===== config.mk =====
export PLATFORM = sky130hd
export DESIGN_NAME = trace_top
export DESIGN_NICKNAME = d
export VERILOG_FILES = /design/src/common/dbg_trace_pkg.sv /design/src/common/char_if.sv /design/src/hw/snapshot_capture.sv /design/src/trace_fmt/field_formatter.sv /design/src/trace_fmt/line_sequencer.sv /design/src/hw/trace_top.sv
export SDC_FILE = /design/constraint.sdc
export NUM_CORES = 1
export LEC_CHECK = 0
export ABC_AREA = 1
export BUFFER_PORTS_ARGS = -buffer_cell sky130_fd_sc_hd__buf_2
export CAP_MARGIN = 40
export CORE_MARGIN = 2
export CORE_UTILIZATION = 60
export DETAILED_ROUTE_END_ITERATION = 10
export PLACE_DENSITY = 0.82
export SLEW_MARGIN = 20
export SYNTH_ARGS = -nofsm -noshare
export SYNTH_HDL_FRONTEND = slang
export SYNTH_HIERARCHICAL = 1
export SYNTH_SLANG_ARGS = --single-unit

===== constraint.sdc =====
create_clock -name i_clk -period 8.8 [get_ports i_clk]
set_input_delay 0.44 -clock i_clk [delete_from_list [all_inputs] [get_ports i_clk]]
set_output_delay 0.44 -clock i_clk [all_outputs]
set_load 0.02 [all_outputs]

===== src/common/dbg_trace_pkg.sv =====
// Shared trace widths, label table and snapshot layout. Fields pc, d0, d1 must stay in index order ahead of carry.
`default_nettype none

package dbg_trace_pkg;

    // Register and text geometry.
    localparam int ADDR_W       = 20;                 // Address register width.
    localparam int NIBBLES      = ADDR_W / 4;         // Hex digits per field.
    localparam int NUM_FIELDS   = 3;                  // PC, D0, D1.
    localparam int FIELD_DIGIT0 = 4;                  // Position of first hex digit in a field.
    localparam int FIELD_CHARS  = FIELD_DIGIT0 + NIBBLES + 1; // Label, ": ", digits, space.
    localparam int TAIL_CHARS   = 9;                  // "Carry: c" plus line feed.
    localparam int LINE_CHARS   = NUM_FIELDS * FIELD_CHARS + TAIL_CHARS;

    // Two-letter labels, first character in the upper byte.
    localparam logic [0:NUM_FIELDS-1][15:0] field_label = {"PC", "D0", "D1"};

    // One ASCII character.
    typedef logic [7:0] char_t;

    // Register snapshot taken at instruction completion.
    typedef struct packed {
        logic [ADDR_W-1:0] pc;    // Field 0.
        logic [ADDR_W-1:0] d0;    // Field 1.
        logic [ADDR_W-1:0] d1;    // Field 2.
        logic              carry;
    } dbg_snapshot_t;

endpackage

`default_nettype wire


===== src/common/char_if.sv =====
// One-character four-phase req/ack channel. Data and last must be held while req is high.
`timescale 1ns/100ps
`default_nettype none

interface char_if;

    logic                  req;   // Source has a character.
    logic                  ack;   // Sink has taken it.
    dbg_trace_pkg::char_t  data;  // ASCII payload.
    logic                  last;  // Final character of the current group.

    // Producer side.
    modport source (
        output req, data, last,
        input  ack
    );

    // Consumer side.
    modport sink (
        input  req, data, last,
        output ack
    );

endinterface

`default_nettype wire


===== src/hw/snapshot_capture.sv =====
// Holds one snapshot only; a completion seen while busy is dropped, not queued.
`timescale 1ns/100ps
`default_nettype none

module snapshot_capture (
    input  logic                                i_clk,
    input  logic                                i_reset,
    input  logic                                i_instr_done, // Core finished an instruction.
    input  logic [dbg_trace_pkg::ADDR_W-1:0]    i_pc,
    input  logic [dbg_trace_pkg::ADDR_W-1:0]    i_d0,
    input  logic [dbg_trace_pkg::ADDR_W-1:0]    i_d1,
    input  logic                                i_carry,
    input  logic                                i_line_done,  // Sequencer sent the last char.
    output dbg_trace_pkg::dbg_snapshot_t        o_snapshot,
    output logic                                o_start,      // One cycle, kicks the formatters.
    output logic                                o_busy
);

    logic accept; // Completion taken this cycle.

    assign accept = i_instr_done && !o_busy;

    // Idle/busy state and start pulse.
    always_ff @(posedge i_clk) begin
        if (i_reset) begin
            o_busy  <= 1'b0;
            o_start <= 1'b0;
        end else begin
            o_start <= accept; // Single cycle, busy blocks a repeat.
            if (accept) begin
                o_busy <= 1'b1;
            end else if (i_line_done) begin
                o_busy <= 1'b0; // Low in the cycle after line_done.
            end
        end
    end

    // Snapshot register, held for the whole line.
    always_ff @(posedge i_clk) begin
        if (accept) begin
            o_snapshot.pc    <= i_pc;
            o_snapshot.d0    <= i_d0;
            o_snapshot.d1    <= i_d1;
            o_snapshot.carry <= i_carry;
        end
    end

endmodule

`default_nettype wire


===== src/trace_fmt/field_formatter.sv =====
// Sends one ten-character field per start; a start that arrives mid-field is ignored.
`timescale 1ns/100ps
`default_nettype none

module field_formatter #(
    parameter int FIELD_IDX = 0 // Index into the label table.
) (
    input  logic                             i_clk,
    input  logic                             i_reset,
    input  logic                             i_start,
    input  logic [dbg_trace_pkg::ADDR_W-1:0] i_value,
    char_if.source                           o_chars
);

    typedef enum logic [1:0] {
        S_IDLE,  // Waiting for start.
        S_REQ,   // Req high, waiting for ack.
        S_DROP   // Req low, waiting for ack to fall.
    } state_t;

    state_t                                         state;
    logic [$clog2(dbg_trace_pkg::FIELD_CHARS)-1:0]  pos;     // Character position.
    logic [dbg_trace_pkg::ADDR_W-1:0]               value_q; // Shifts left a nibble per digit.
    logic                                           in_digits;
    dbg_trace_pkg::char_t                           char_now;

    // Nibble to upper-case ASCII hex.
    function automatic dbg_trace_pkg::char_t hex_char(input logic [3:0] nib);
        return (nib < 4'd10) ? 8'h30 + {4'h0, nib} : 8'h37 + {4'h0, nib}; // 0x37 is "A" - 10.
    endfunction

    assign in_digits = (pos >= dbg_trace_pkg::FIELD_DIGIT0) &&
                       (pos < dbg_trace_pkg::FIELD_CHARS - 1);

    // Character at the current position.
    always_comb begin
        case (pos)
            0:       char_now = dbg_trace_pkg::field_label[FIELD_IDX][15:8];
            1:       char_now = dbg_trace_pkg::field_label[FIELD_IDX][7:0];
            2:       char_now = ":";
            3:       char_now = " ";
            dbg_trace_pkg::FIELD_CHARS - 1:
                     char_now = " "; // Separator before the next field.
            default: char_now = hex_char(value_q[dbg_trace_pkg::ADDR_W-1 -: 4]); // MSD first.
        endcase
    end

    assign o_chars.req  = (state == S_REQ);
    assign o_chars.data = char_now;
    assign o_chars.last = (pos == dbg_trace_pkg::FIELD_CHARS - 1);

    // Four-phase source.
    always_ff @(posedge i_clk) begin
        if (i_reset) begin
            state <= S_IDLE;
            pos   <= '0;
        end else begin
            case (state)
                S_IDLE: if (i_start) begin
                    pos   <= '0;
                    state <= S_REQ; // Req one cycle after start.
                end
                S_REQ: if (o_chars.ack) begin
                    state <= S_DROP;
                end
                S_DROP: if (!o_chars.ack) begin
                    if (o_chars.last) begin
                        state <= S_IDLE; // Field done.
                    end else begin
                        pos   <= pos + 1'b1;
                        state <= S_REQ;
                    end
                end
                default: state <= S_IDLE;
            endcase
        end
    end

    // Field value, loaded on start and shifted as digits go out.
    always_ff @(posedge i_clk) begin
        if (state == S_IDLE && i_start) begin
            value_q <= i_value;
        end else if (state == S_DROP && !o_chars.ack && in_digits) begin
            value_q <= value_q << 4;
        end
    end

endmodule

`default_nettype wire


===== src/trace_fmt/line_sequencer.sv =====
// Strictly one character in flight; a start before line_done is ignored.
`timescale 1ns/100ps
`default_nettype none

module line_sequencer (
    input  logic                  i_clk,
    input  logic                  i_reset,
    input  logic                  i_start,
    input  logic                  i_carry,
    char_if.sink                  i_fields [dbg_trace_pkg::NUM_FIELDS],
    output logic                  o_char_req,
    output dbg_trace_pkg::char_t  o_char_data,
    output logic                  o_char_last,
    input  logic                  i_char_ack,
    output logic                  o_line_done  // One cycle after the line feed's ack falls.
);

    localparam int NF = dbg_trace_pkg::NUM_FIELDS;

    typedef enum logic [2:0] {
        S_IDLE,     // Between lines.
        S_FETCH,    // Take next char from formatter or tail.
        S_EXT_REQ,  // External req high.
        S_EXT_DROP, // External req low, waiting for ack low.
        S_FACK      // Acking the formatter.
    } state_t;

    state_t                                         state;
    logic [$clog2(NF+1)-1:0]                        fptr;       // Field index, NF means tail.
    logic [$clog2(dbg_trace_pkg::TAIL_CHARS)-1:0]   tphase;     // Tail character index.
    dbg_trace_pkg::char_t                           hold_data;  // Char in flight.
    logic                                           field_end;  // Held char ends its field.
    logic                                           in_tail;
    logic                                           tail_last;
    dbg_trace_pkg::char_t                           tail_char;

    // Formatter channels flattened for indexing.
    logic [NF-1:0]         f_req;
    logic [NF-1:0]         f_last;
    logic [NF-1:0]         f_ack;
    dbg_trace_pkg::char_t  f_data [NF];

    for (genvar k = 0; k < NF; k++) begin : g_fld
        assign f_req[k]         = i_fields[k].req;
        assign f_last[k]        = i_fields[k].last;
        assign f_data[k]        = i_fields[k].data;
        assign i_fields[k].ack  = f_ack[k];
    end

    assign in_tail   = (fptr == NF);
    assign tail_last = (tphase == dbg_trace_pkg::TAIL_CHARS - 1);

    // Tail text "Carry: c" and line feed.
    always_comb begin
        case (tphase)
            0:       tail_char = "C";
            1:       tail_char = "a";
            2, 3:    tail_char = "r";
            4:       tail_char = "y";
            5:       tail_char = ":";
            6:       tail_char = " ";
            7:       tail_char = i_carry ? "1" : "0";
            default: tail_char = 8'h0A;
        endcase
    end

    assign o_char_req  = (state == S_EXT_REQ);
    assign o_char_data = hold_data;
    assign o_char_last = in_tail && tail_last; // Line feed only.

    always_ff @(posedge i_clk) begin
        if (i_reset) begin
            state       <= S_IDLE;
            fptr        <= '0;
            tphase      <= '0;
            f_ack       <= '0;
            o_line_done <= 1'b0;
        end else begin
            o_line_done <= 1'b0;
            case (state)
                S_IDLE: if (i_start) begin
                    state <= S_FETCH;
                end
                S_FETCH: if (in_tail || f_req[fptr]) begin
                    state <= S_EXT_REQ; // Others keep req high and wait.
                end
                S_EXT_REQ: if (i_char_ack) begin
                    state <= S_EXT_DROP;
                end
                S_EXT_DROP: if (!i_char_ack) begin
                    if (!in_tail) begin
                        f_ack[fptr] <= 1'b1; // Release formatter now the char is out.
                        state       <= S_FACK;
                    end else if (tail_last) begin
                        fptr        <= '0;
                        tphase      <= '0;
                        o_line_done <= 1'b1;
                        state       <= S_IDLE;
                    end else begin
                        tphase <= tphase + 1'b1;
                        state  <= S_FETCH;
                    end
                end
                S_FACK: if (!f_req[fptr]) begin
                    f_ack[fptr] <= 1'b0;
                    if (field_end) begin
                        fptr <= fptr + 1'b1; // Next field or tail.
                    end
                    state <= S_FETCH;
                end
                default: state <= S_IDLE;
            endcase
        end
    end

    // Holding register, loaded as a character is taken.
    always_ff @(posedge i_clk) begin
        if (state == S_FETCH) begin
            if (in_tail) begin
                hold_data <= tail_char;
                field_end <= 1'b0;
            end else if (f_req[fptr]) begin
                hold_data <= f_data[fptr];
                field_end <= f_last[fptr];
            end
        end
    end

endmodule

`default_nettype wire


===== src/hw/trace_top.sv =====
// One trace line per accepted completion; i_char_ack must follow the four-phase rule.
`timescale 1ns/100ps
`default_nettype none

module trace_top (
    input  logic                             i_clk,
    input  logic                             i_reset,
    input  logic                             i_instr_done,
    input  logic [dbg_trace_pkg::ADDR_W-1:0] i_pc,
    input  logic [dbg_trace_pkg::ADDR_W-1:0] i_d0,
    input  logic [dbg_trace_pkg::ADDR_W-1:0] i_d1,
    input  logic                             i_carry,
    output logic                             o_busy,      // Line in progress.
    output logic                             o_char_req,
    output dbg_trace_pkg::char_t             o_char_data,
    output logic                             o_char_last, // High on the line feed.
    input  logic                             i_char_ack
);

    localparam int NF = dbg_trace_pkg::NUM_FIELDS;
    localparam int AW = dbg_trace_pkg::ADDR_W;

    dbg_trace_pkg::dbg_snapshot_t snapshot;
    logic                         start;
    logic                         line_done;

    char_if fld_if [NF] (); // One channel per formatter.

    snapshot_capture snapshot_capture_inst (
        .i_clk        (i_clk),
        .i_reset      (i_reset),
        .i_instr_done (i_instr_done),
        .i_pc         (i_pc),
        .i_d0         (i_d0),
        .i_d1         (i_d1),
        .i_carry      (i_carry),
        .i_line_done  (line_done),
        .o_snapshot   (snapshot),
        .o_start      (start),
        .o_busy       (o_busy)
    );

    // Field k sits k address widths below the top of the struct, above the carry bit.
    for (genvar k = 0; k < NF; k++) begin : g_fmt
        field_formatter #(.FIELD_IDX(k)) field_formatter_inst (
            .i_clk   (i_clk),
            .i_reset (i_reset),
            .i_start (start),
            .i_value (snapshot[AW*(NF-1-k) + 1 +: AW]),
            .o_chars (fld_if[k])
        );
    end

    line_sequencer line_sequencer_inst (
        .i_clk       (i_clk),
        .i_reset     (i_reset),
        .i_start     (start),
        .i_carry     (snapshot.carry),
        .i_fields    (fld_if),
        .o_char_req  (o_char_req),
        .o_char_data (o_char_data),
        .o_char_last (o_char_last),
        .i_char_ack  (i_char_ack),
        .o_line_done (line_done)
    );

endmodule

`default_nettype wire


==> results of run 1 <==
==> power groups by stage <==
stage / registers, W / logic [W] / clock network (W)
floorplan: 0.000940 / 0.000232 / 0
global placement: 0.000943 / 0.000285 / 0
detailed placement: 0.000946 / 0.000301 / 0
CTS: 0.000930 / 0.000306 / 0.000763
global route: 0.000936 / 0.000345 / 0.000800
finish: 0.000930 / 0.000308 / 0.000749
==> synth_stat cells (4+ instances only) <==
| master | n | area, µm² |
|---|---|---|
| mux2_4 | 40 | 601 |
| mux2_2 | 8 | 90.1 |
| a21oi_1 | 31 | 155 |
| ha_1 | 24 | 300 |
| nand3_1 | 43 | 215 |
| inv_1 | 94 | 353 |
| nor2_4 | 7 | 78.8 |
| buf_4 | 4 | 30.0 |
| nand2_2 | 13 | 81.3 |
| o21ai_2 | 4 | 35.0 |
| a211oi_1 | 4 | 30.0 |
| o21ai_0 | 32 | 160 |
| inv_2 | 13 | 48.8 |
| o21ai_1 | 4 | 20.0 |
| nand2_1 | 120 | 450 |
| dfxtp_1 | 33 | 661 |
| buf_6 | 6 | 67.6 |
| nand3_2 | 9 | 90.1 |
| nand4_1 | 8 | 50.1 |
| edfxtp_1 | 130 | 3900 |
| nor2_1 | 72 | 270 |
==> flip-flops by register name, summed over array words and instances (netlist names), named ones only <==
| signal | cells |
|---|---|
| snapshot_capture_inst/o_snapshot | 61 |
| g_fmt.field_formatter_inst/value_q | 60 |
| g_fmt.field_formatter_inst/pos | 12 |
| line_sequencer_inst/o_char_data | 8 |
| g_fmt.field_formatter_inst/state | 6 |
| line_sequencer_inst/tphase | 4 |
| line_sequencer_inst/state | 3 |
| line_sequencer_inst/fptr | 2 |
| line_sequencer_inst/field_end | 1 |
| line_sequencer_inst/o_line_done | 1 |
| snapshot_capture_inst/o_busy | 1 |
| snapshot_capture_inst/o_start | 1 |
==> how the worst max path moves through the flow <==
stage / startpoint / end / slack (ns)
after CTS: line_sequencer_inst/fptr[0]$_SDFFE_PP0P_ / o_char_last / 6.33
after detailed placement: line_sequencer_inst/fptr[0]$_SDFFE_PP0P_ / line_sequencer_inst/tphase[2]$_SDFFE_PP0P_ / 6.58
after floorplan: i_instr_done / snapshot_capture_inst/o_snapshot[0]$_DFFE_PP_ / 5.28
final: line_sequencer_inst/fptr[0]$_SDFFE_PP0P_ / o_char_last / 6.33
after global routing: line_sequencer_inst/fptr[0]$_SDFFE_PP0P_ / o_char_last / 6.14
after global placement: snapshot_capture_inst/o_start$_SDFF_PP0_ / g_fmt[2].field_formatter_inst/value_q[3]$_SDFFCE_PN0P_ / 6.71
==> per-stage QoR <==
stage	instance area (µm²)	setup slack, ns	hold slack, ns	instances	util (%)
after floorplan	7920	5.28	0.425	729	-
after global routing	9090	6.14	0.164	1000	71.2
after detailed placement	8480	6.58	0.449	968	66.4
after global placement	8440	6.71	0.444	965	66.1
after CTS	9090	6.33	0.171	1000	71.2
final	9090	6.33	0.186	1000	71.2
==> logic make-up (layout without fill, tap and decap cells) <==
group                      after synthesis  count (layout)  synth area share (%)
and+or+nand+nor                        287             287                  17.2
DFF                                    163             163                  57.6
buffers and inverters                  119             218                  6.41
AOI/OAI and AO/OA                       84              84                  5.99
muxes                                   48              48                  8.72
adders and majority gates               24              24                  3.79
other                                    3               3                 0.142
xor gates and xnor gates                 1               1                 0.111
==> layout make-up <==
| cell class | instances | area, µm² |
|---|---|---|
| Sequential cell | 163 | 4560 |
| Clock buffer | 17 | 425 |
| Multi-Input combinational cell | 447 | 2880 |
| Fill cell | 851 | 3680 |
| Inverter | 107 | 402 |
| Clock inverter | 15 | 179 |
| Timing Repair Buffer | 79 | 424 |
| Tap cell | 172 | 215 |
==> metal layers <==
layer | track usage, % | share of wire, %
met5 | 0 | 0
met4 | 10.6 | 2.6
met1 | 26.0 | 41
met3 | 5.99 | 5.2
met2 | 38.0 | 51
==> flow_summary.toml, run 1 <==
[clock_tree]
cts_resized = 0
cts.clk_slew.worst_paths_ns = 0.07
clockBufferDepth = 2
h-tree-depth = 4
cts_tree = "built"
cts_hold_buffers = 0
post_cts_buffers = 0
cts_root_buffer = "clkbuf_16"
clock_latency_ns = 0.43
clock-sinks = 163
cts_made_buffers = 17

[hold_path]
hold_start = "i_d1[18]"
hold_end = "snapshot_capture_inst/o_snapshot[19]$_DFFE_PP_"
hold_path_depth = 1
hp-class = "in -> reg"

[sta]
setup_viol = 0
tightest_slew_ns = 0.765
fin_setup_tns_ns = 0
period_needed_ns = 2.47
final_max_slew_viol_count = 0
clock.fmax_mhz = 404
rsz0062_at_grt = "no"
hold_violations = 0
period_share_pct = 28.1
worst_clock_skew_ns = 0.0112
relSlewSlack_pct = 49.0

[placed_design]
hpwl_um = 10100
place.gp.congestion = 0.896
port_buffers = 75

[floorplanning]
io_pins = 76
dieArea_um2 = 14100
fp.dieW_um = 119
design.core.area_um2 = 12800
rows = 41
dieHeight_um = 119
initial_core_util_pct = 62.0

[setup_path]
path_max_fanout = 16
start_kind = "flop"
critPathTopFamily = "flip-flops"
max_stage_delay_ns = 0.64
cp_num_cells = 4
required_ns = 8.36
r2r-start = "line_sequencer_inst/fptr[0]$_SDFFE_PP0P_"
r2r_cells = 6
path_class = "reg -> out"
cp_cell_sequence = "ha_1, inv_2, nor2_1, buf_2"
critPathSlowestCell = "dfxtp_1"
r2r-end = "line_sequencer_inst/tphase[3]$_SDFFE_PP0P_"
critPathBufInv = 2
endpoint_kind = "primary output"
regToRegSetupSlack_ns = 6.52
arrival_ns = 2.03

[global_routing]
grt_antenna_before_repair = 0
overflow = 0
grt_pass1_vias = 5380
track_usage_pct = 22.3
grt_pass1_wl_um = 24700
grt_max_degree = 62

[power]
p_switching_w = 0.000521
p_leak_nw = 3.90
p_per_area_nw_per_um2 = 219
switching_share_pct = 26.2
p_seq_share_pct = 46.8
intPower_w = 0.00147
pwr-share-comb_pct = 15.5
clkPwrFrac_pct = 37.7
ir_drop_mv = 0.135
total_power_w = 0.00199

[finish]
syn2layout_area_growth_pct = 14.7
most-common-layout-cells = "130 x edfxtp_1, 120 x nand2_1, 94 x inv_1, 75 x buf_2, 71 x nor2_1"
finalNetCount = 904
final_common_cell = "edfxtp_1"
n_antenna_cell = 0
drive_gt1_share_pct = 26.4

[route]
routedWlPerCell_um = 14.8
dr.pass1.iters = 8
ant_nets = 0
vias = 5345
drtIter0Drc = 527
drcViolationCount = 0
viasPerCell = 5.35
drt-total-wl_um = 14800

[logic_synthesis]
synth-edff-count = 130
ys_ff_latch = 163
synth.cell_area_um2 = 7920
synth-main-ff-cell = "edfxtp_1"
seq_area_frac_synth_pct = 57.6
syn_area_per_cell_um2 = 10.9
async_flop_share_pct = 0
syn_nets = 818
ys_types = 40
yosys_warnings = 6
netlist_instances = 729

[status]
outcome = "finished clean"

[job]
maxCapViolCount = 0
Note: power is estimated with default switching activity, not from simulation.
==> inputs of run 2 (changes only) <==
--- a/config.mk
+++ b/config.mk
@@ -9,9 +9,9 @@
 export BUFFER_PORTS_ARGS = -buffer_cell sky130_fd_sc_hd__buf_2
 export CAP_MARGIN = 40
 export CORE_MARGIN = 2
-export CORE_UTILIZATION = 60
+export CORE_UTILIZATION = 59
 export DETAILED_ROUTE_END_ITERATION = 10
-export PLACE_DENSITY = 0.82
+export PLACE_DENSITY = 0.8
 export SLEW_MARGIN = 20
 export SYNTH_ARGS = -nofsm -noshare
 export SYNTH_HDL_FRONTEND = slang
==> constraint.sdc (replaced) <==
create_clock -name i_clk -period 2.5 [get_ports i_clk]
set_input_delay 0.125 -clock i_clk [delete_from_list [all_inputs] [get_ports i_clk]]
set_output_delay 0.125 -clock i_clk [all_outputs]
set_load 0.02 [all_outputs]
==> flow_summary.toml, run 2 (synthesized netlist as in run 1, its figures left out) <==
[floorplanning]
dieArea_um2 = 14400
io_pins = 76
rows = 42
dieHeight_um = 120
fp.dieW_um = 120
initial_core_util_pct = 60.1
design.core.area_um2 = 13200

[sta]
hold_violations = 0
worst_slack_ns = 0.500
period_needed_ns = 2.00
tightest_slew_ns = 0.609
rsz0062_at_grt = "no"
setup_viol = 0
fin_setup_tns_ns = 0
period_share_pct = 80.0
relSlewSlack_pct = 59.4
clock.fmax_mhz = 500
worst_clock_skew_ns = 0.00707
final_max_slew_viol_count = 0

[finish]
n_antenna_cell = 0
regMostFlops = "snapshot_capture_inst/o_snapshot"
syn2layout_area_growth_pct = 22.9
final_area_um2 = 9730
drive_gt1_share_pct = 24.4
finalNetCount = 970
fin_cells = 1069
final_common_cell = "edfxtp_1"
n_fill_cell = 838
largest_reg_flops = 61
most-common-layout-cells = "130 x edfxtp_1, 120 x nand2_1, 94 x inv_1, 75 x buf_2, 71 x nor2_1"
reg.largest.list = "snapshot_capture_inst/o_snapshot x61, g_fmt.field_formatter_inst/value_q x60, g_fmt.field_formatter_inst/pos x12"

[power]
pwr-share-comb_pct = 16.6
p_per_area_nw_per_um2 = 724
switching_share_pct = 26.0
p_leak_nw = 4.17
intPower_w = 0.00522
p_switching_w = 0.00183
p_seq_share_pct = 46.4
clkPwrFrac_pct = 37.0
ir_drop_mv = 0.696

[route]
drt-total-wl_um = 16000
ant_nets = 0
dr.pass1.iters = 9
viasPerCell = 5.28
routedWlPerCell_um = 15.0
drtIter0Drc = 484
drcViolationCount = 0
vias = 5643

[global_routing]
overflow = 0
grt_max_degree = 62
grt_pass1_vias = 5734
track_usage_pct = 23.7
grt_pass1_wl_um = 26300
grt_antenna_before_repair = 0

[setup_path]
r2r_cells = 6
start_kind = "flop"
path_class = "reg -> reg"
required_ns = 2.80
path_max_fanout = 10
arrival_ns = 2.30
endpoint_kind = "flop"

[placed_design]
dp_cells = 976
port_buffers = 75
pre_cts_slack_ns = 0.530
placed_cell_area_um2 = 8520
place.gp.congestion = 0.977
hpwl_um = 10200

[clock_tree]
cts_tree = "built"
cts_root_buffer = "clkbuf_16"
clock_latency_ns = 0.42
clockBufferDepth = 2
cts_resized = 0
cts_made_buffers = 17
clock-sinks = 163
h-tree-depth = 4
cts.clk_slew.worst_paths_ns = 0.06
post_cts_buffers = 0

[job]
maxCapViolCount = 0

[hold_path]
hp-class = "in -> reg"
hold_path_depth = 4

[status]
outcome = "finished clean"
[run 2: stage by stage]
stage                     util [%]  hold WS [ns]  total power [W]
after CTS                     73.8        0.0349          0.00707
after detailed placement      64.6         0.303          0.00440
after global routing          73.8        0.0664          0.00736
after floorplan                  -         0.194          0.00412
after global placement        64.4         0.301          0.00432
final                         73.8        0.0473          0.00705
[run 2: power groups by stage]
stage / clock, W / sequential, W / combinational, W
CTS: 0.00265 / 0.00326 / 0.00116
global placement: 0 / 0.00330 / 0.00102
finish: 0.00261 / 0.00327 / 0.00117
global route: 0.00277 / 0.00329 / 0.00130
detailed placement: 0 / 0.00332 / 0.00108
floorplan: 0 / 0.00330 / 0.000818
[run 2: metal layers]
| metal | GRT usage [%] | share of wire, % | up-vias |
|---|---|---|---|
| met5 | 0 | 0 | - |
| met4 | 7.87 | 2.2 | 0 |
| met3 | 6.61 | 5.1 | 29 |
| met2 | 42.9 | 52 | 204 |
| met1 | 26.9 | 41 | 2661 |
| li1 | - | - | 2749 |
[run 2: repair_timing]
action / in CTS / in global routing
endpoints found under the setup margin: 0 / 0
hold buffers: 62 / 0
hold endpoints to repair: 63 / 0
[run 2: layout make-up]
cell class,instances,area (µm²),area share [%]
sequential,163,4560,46.9
multi-input combinational,447,2880,29.6
timing repair buffer,145,1080,11.1
clock buffer,19,433,4.45
inverter,107,402,4.13
tap,176,220,2.26
clock inverter,12,155,1.59
[run 2: critical path: stages, from the launching register on]
cell and delay (ns):
dfxtp_1 0.48, ha_1 0.44, inv_2 0.17, nor3_2 0.31
inv_1 0.15, o21ai_0 0.24, nor2_1 0.08
[run 2: final timing paths]
check / start / endpoint / slack, ns
max: line_sequencer_inst/fptr[1]$_SDFFE_PP0P_ / line_sequencer_inst/tphase[2]$_SDFFE_PP0P_ / 0.50
min reg2reg: flop / flop / 0.45
min: i_char_ack / line_sequencer_inst/tphase[0]$_SDFFE_PP0P_ / 0.05
max reg2reg: line_sequencer_inst/fptr[1]$_SDFFE_PP0P_ / line_sequencer_inst/tphase[2]$_SDFFE_PP0P_ / 0.50
==> inputs of run 3 (changes only) <==
--- a/config.mk
+++ b/config.mk
@@ -9,9 +9,9 @@
 export BUFFER_PORTS_ARGS = -buffer_cell sky130_fd_sc_hd__buf_2
 export CAP_MARGIN = 40
 export CORE_MARGIN = 2
-export CORE_UTILIZATION = 59
+export CORE_UTILIZATION = 54
 export DETAILED_ROUTE_END_ITERATION = 10
-export PLACE_DENSITY = 0.8
+export PLACE_DENSITY = 0.78
 export SLEW_MARGIN = 20
 export SYNTH_ARGS = -nofsm -noshare
 export SYNTH_HDL_FRONTEND = slang
==> constraint.sdc (replaced) <==
create_clock -name i_clk -period 1.8 [get_ports i_clk]
set_input_delay 0.09 -clock i_clk [delete_from_list [all_inputs] [get_ports i_clk]]
set_output_delay 0.09 -clock i_clk [all_outputs]
set_load 0.02 [all_outputs]
==> flow_summary.toml, run 3 (synthesized netlist as in run 1, its figures left out) <==
[status]
outcome = "finished clean"

[finish]
final_common_cell = "edfxtp_1"
multi_input_area_um2 = 3050
final_area_um2 = 10200
most-common-layout-cells = "130 x edfxtp_1, 116 x nand2_1, 90 x inv_1, 75 x buf_2, 70 x nor2_1"
final_util_pct = 71.0
seqCellArea_um2 = 4580
syn2layout_area_growth_pct = 29.2
regMostFlops = "snapshot_capture_inst/o_snapshot"
largest_reg_flops = 61
n_fill_cell = 951
n_antenna_cell = 0
finalNetCount = 1003
reg.largest.list = "snapshot_capture_inst/o_snapshot x61, g_fmt.field_formatter_inst/value_q x60, g_fmt.field_formatter_inst/pos x12"
drive_gt1_share_pct = 30.9

[sta]
rsz0062_at_grt = "yes"
worst_clock_skew_ns = 0.0119
period_needed_ns = 1.73
setup_viol = 0
clock.fmax_mhz = 577
hold_violations = 0
period_share_pct = 96.2
final_max_slew_viol_count = 0

[power]
ir_drop_mv = 0.833
p_leak_nw = 4.39
p_per_area_nw_per_um2 = 961

[global_routing]
grt_pass1_vias = 5554
track_usage_pct = 20.5
grt_max_degree = 35
overflow = 0
grt_pass1_wl_um = 25400
grt_antenna_before_repair = 0

[placed_design]
hpwl_um = 9840
place.gp.congestion = 0.901
port_buffers = 75
placed_cell_area_um2 = 8840

[setup_path]
cp_cell_sequence = "inv_1, buf_4, ha_1, nand2_2, nand2_2, nor2_4, o21ai_1, nand2_1, o21ai_2, o21ai_1, a22o_1"
arrival_ns = 1.92
critPathSlowestCell = "dfxtp_2"
endpoint_kind = "flop"
path_class = "reg -> reg"
path_max_fanout = 5
max_stage_delay_ns = 0.32
required_ns = 1.99
start_kind = "flop"

[floorplanning]
io_pins = 76
rows = 44
dieArea_um2 = 15700
initial_core_util_pct = 54.9
dieHeight_um = 125
design.core.area_um2 = 14400
fp.dieW_um = 125

[route]
drt-total-wl_um = 16200
drtIter0Drc = 449
drcViolationCount = 0
ant_nets = 0
viasPerCell = 5.08
dr.pass1.iters = 5
routedWlPerCell_um = 14.6
vias = 5649

[clock_tree]
cts.clk_slew.worst_paths_ns = 0.07
h-tree-depth = 4
clock_latency_ns = 0.43
cts_made_buffers = 17
clock-sinks = 163
cts_tree = "built"
clockBufferDepth = 2
cts_root_buffer = "clkbuf_16"

[job]
maxCapViolCount = 0

[hold_path]
hp-class = "in -> reg"
-- run 3: repair_timing --
action,4_1_cts,5_1_grt
pin swaps,2,17
gates resized for setup,11,55
setup endpoints to repair,6,8
setup buffers,0,2
endpoints found under the hold margin,63,0
hold buffers,62,0
-- run 3: stage by stage --
stage | setup WS [ns] | power [W] | setup TNS [ns] | cells | hold WS (ns)
floorplan | 0.0327 | 0.00573 | 0 | 729 | 0.159
global placement | -0.0246 | 0.00613 | -0.502 | 1014 | 0.266
detailed placement | -0.0843 | 0.00618 | -0.179 | 1015 | 0.268
CTS | -0.00478 | 0.00981 | -0.00478 | 1109 | 0.0824
global route | -0.0442 | 0.0103 | -0.159 | 1111 | 0.114
finish | 0.0680 | 0.00984 | 0 | 1111 | 0.109
-- run 3: power breakdown --
part           leakage [nW]  switching, W  total, W  internal (W)
Sequential             1.50      0.000149   0.00453       0.00438
Combinational          2.62      0.000988   0.00179      0.000799
Clock                 0.282       0.00157   0.00352       0.00195
-- run 3: final timing paths --
kind,to,depth (start not counted),from,slack [ns]
max,line_sequencer_inst/o_char_data[0]$_DFFE_PP_,11,g_fmt[0].field_formatter_inst/pos[1]$_SDFFE_PP0P_,0.07
min,g_fmt[2].field_formatter_inst/state[0]$_SDFFE_PP0P_,2,i_reset,0.11
max reg2reg,line_sequencer_inst/o_char_data[0]$_DFFE_PP_,11,g_fmt[0].field_formatter_inst/pos[1]$_SDFFE_PP0P_,0.07
min reg2reg,flop,2,flop,0.46
-- run 3: cell type report --
type | instances | share of cell area (%)
repair buffers | 178 | 13.7
clock buffers | 17 | 4.15
multi-input cells | 447 | 29.8
flip-flops and latches | 163 | 44.7
well taps | 184 | 2.25
inverters | 107 | 3.97
clock inverters | 15 | 1.41
-- run 3: critical path, delay by kind of cell (launching register included) --
kind / cells / cell delay (ns)
buffers and inverters: 2 / 0.19
adder cells (fa/ha/maj): 1 / 0.15
AND/OR/NAND/NOR: 4 / 0.34
AO/OA/AOI/OAI: 4 / 0.48
flip-flops: 1 / 0.32
-- run 3: layer usage --
layer	share of wire, %	track usage, %
met5	0	0
met4	2.6	7.58
met3	4.3	4.71
met2	51	36.2
met1	42	24.4
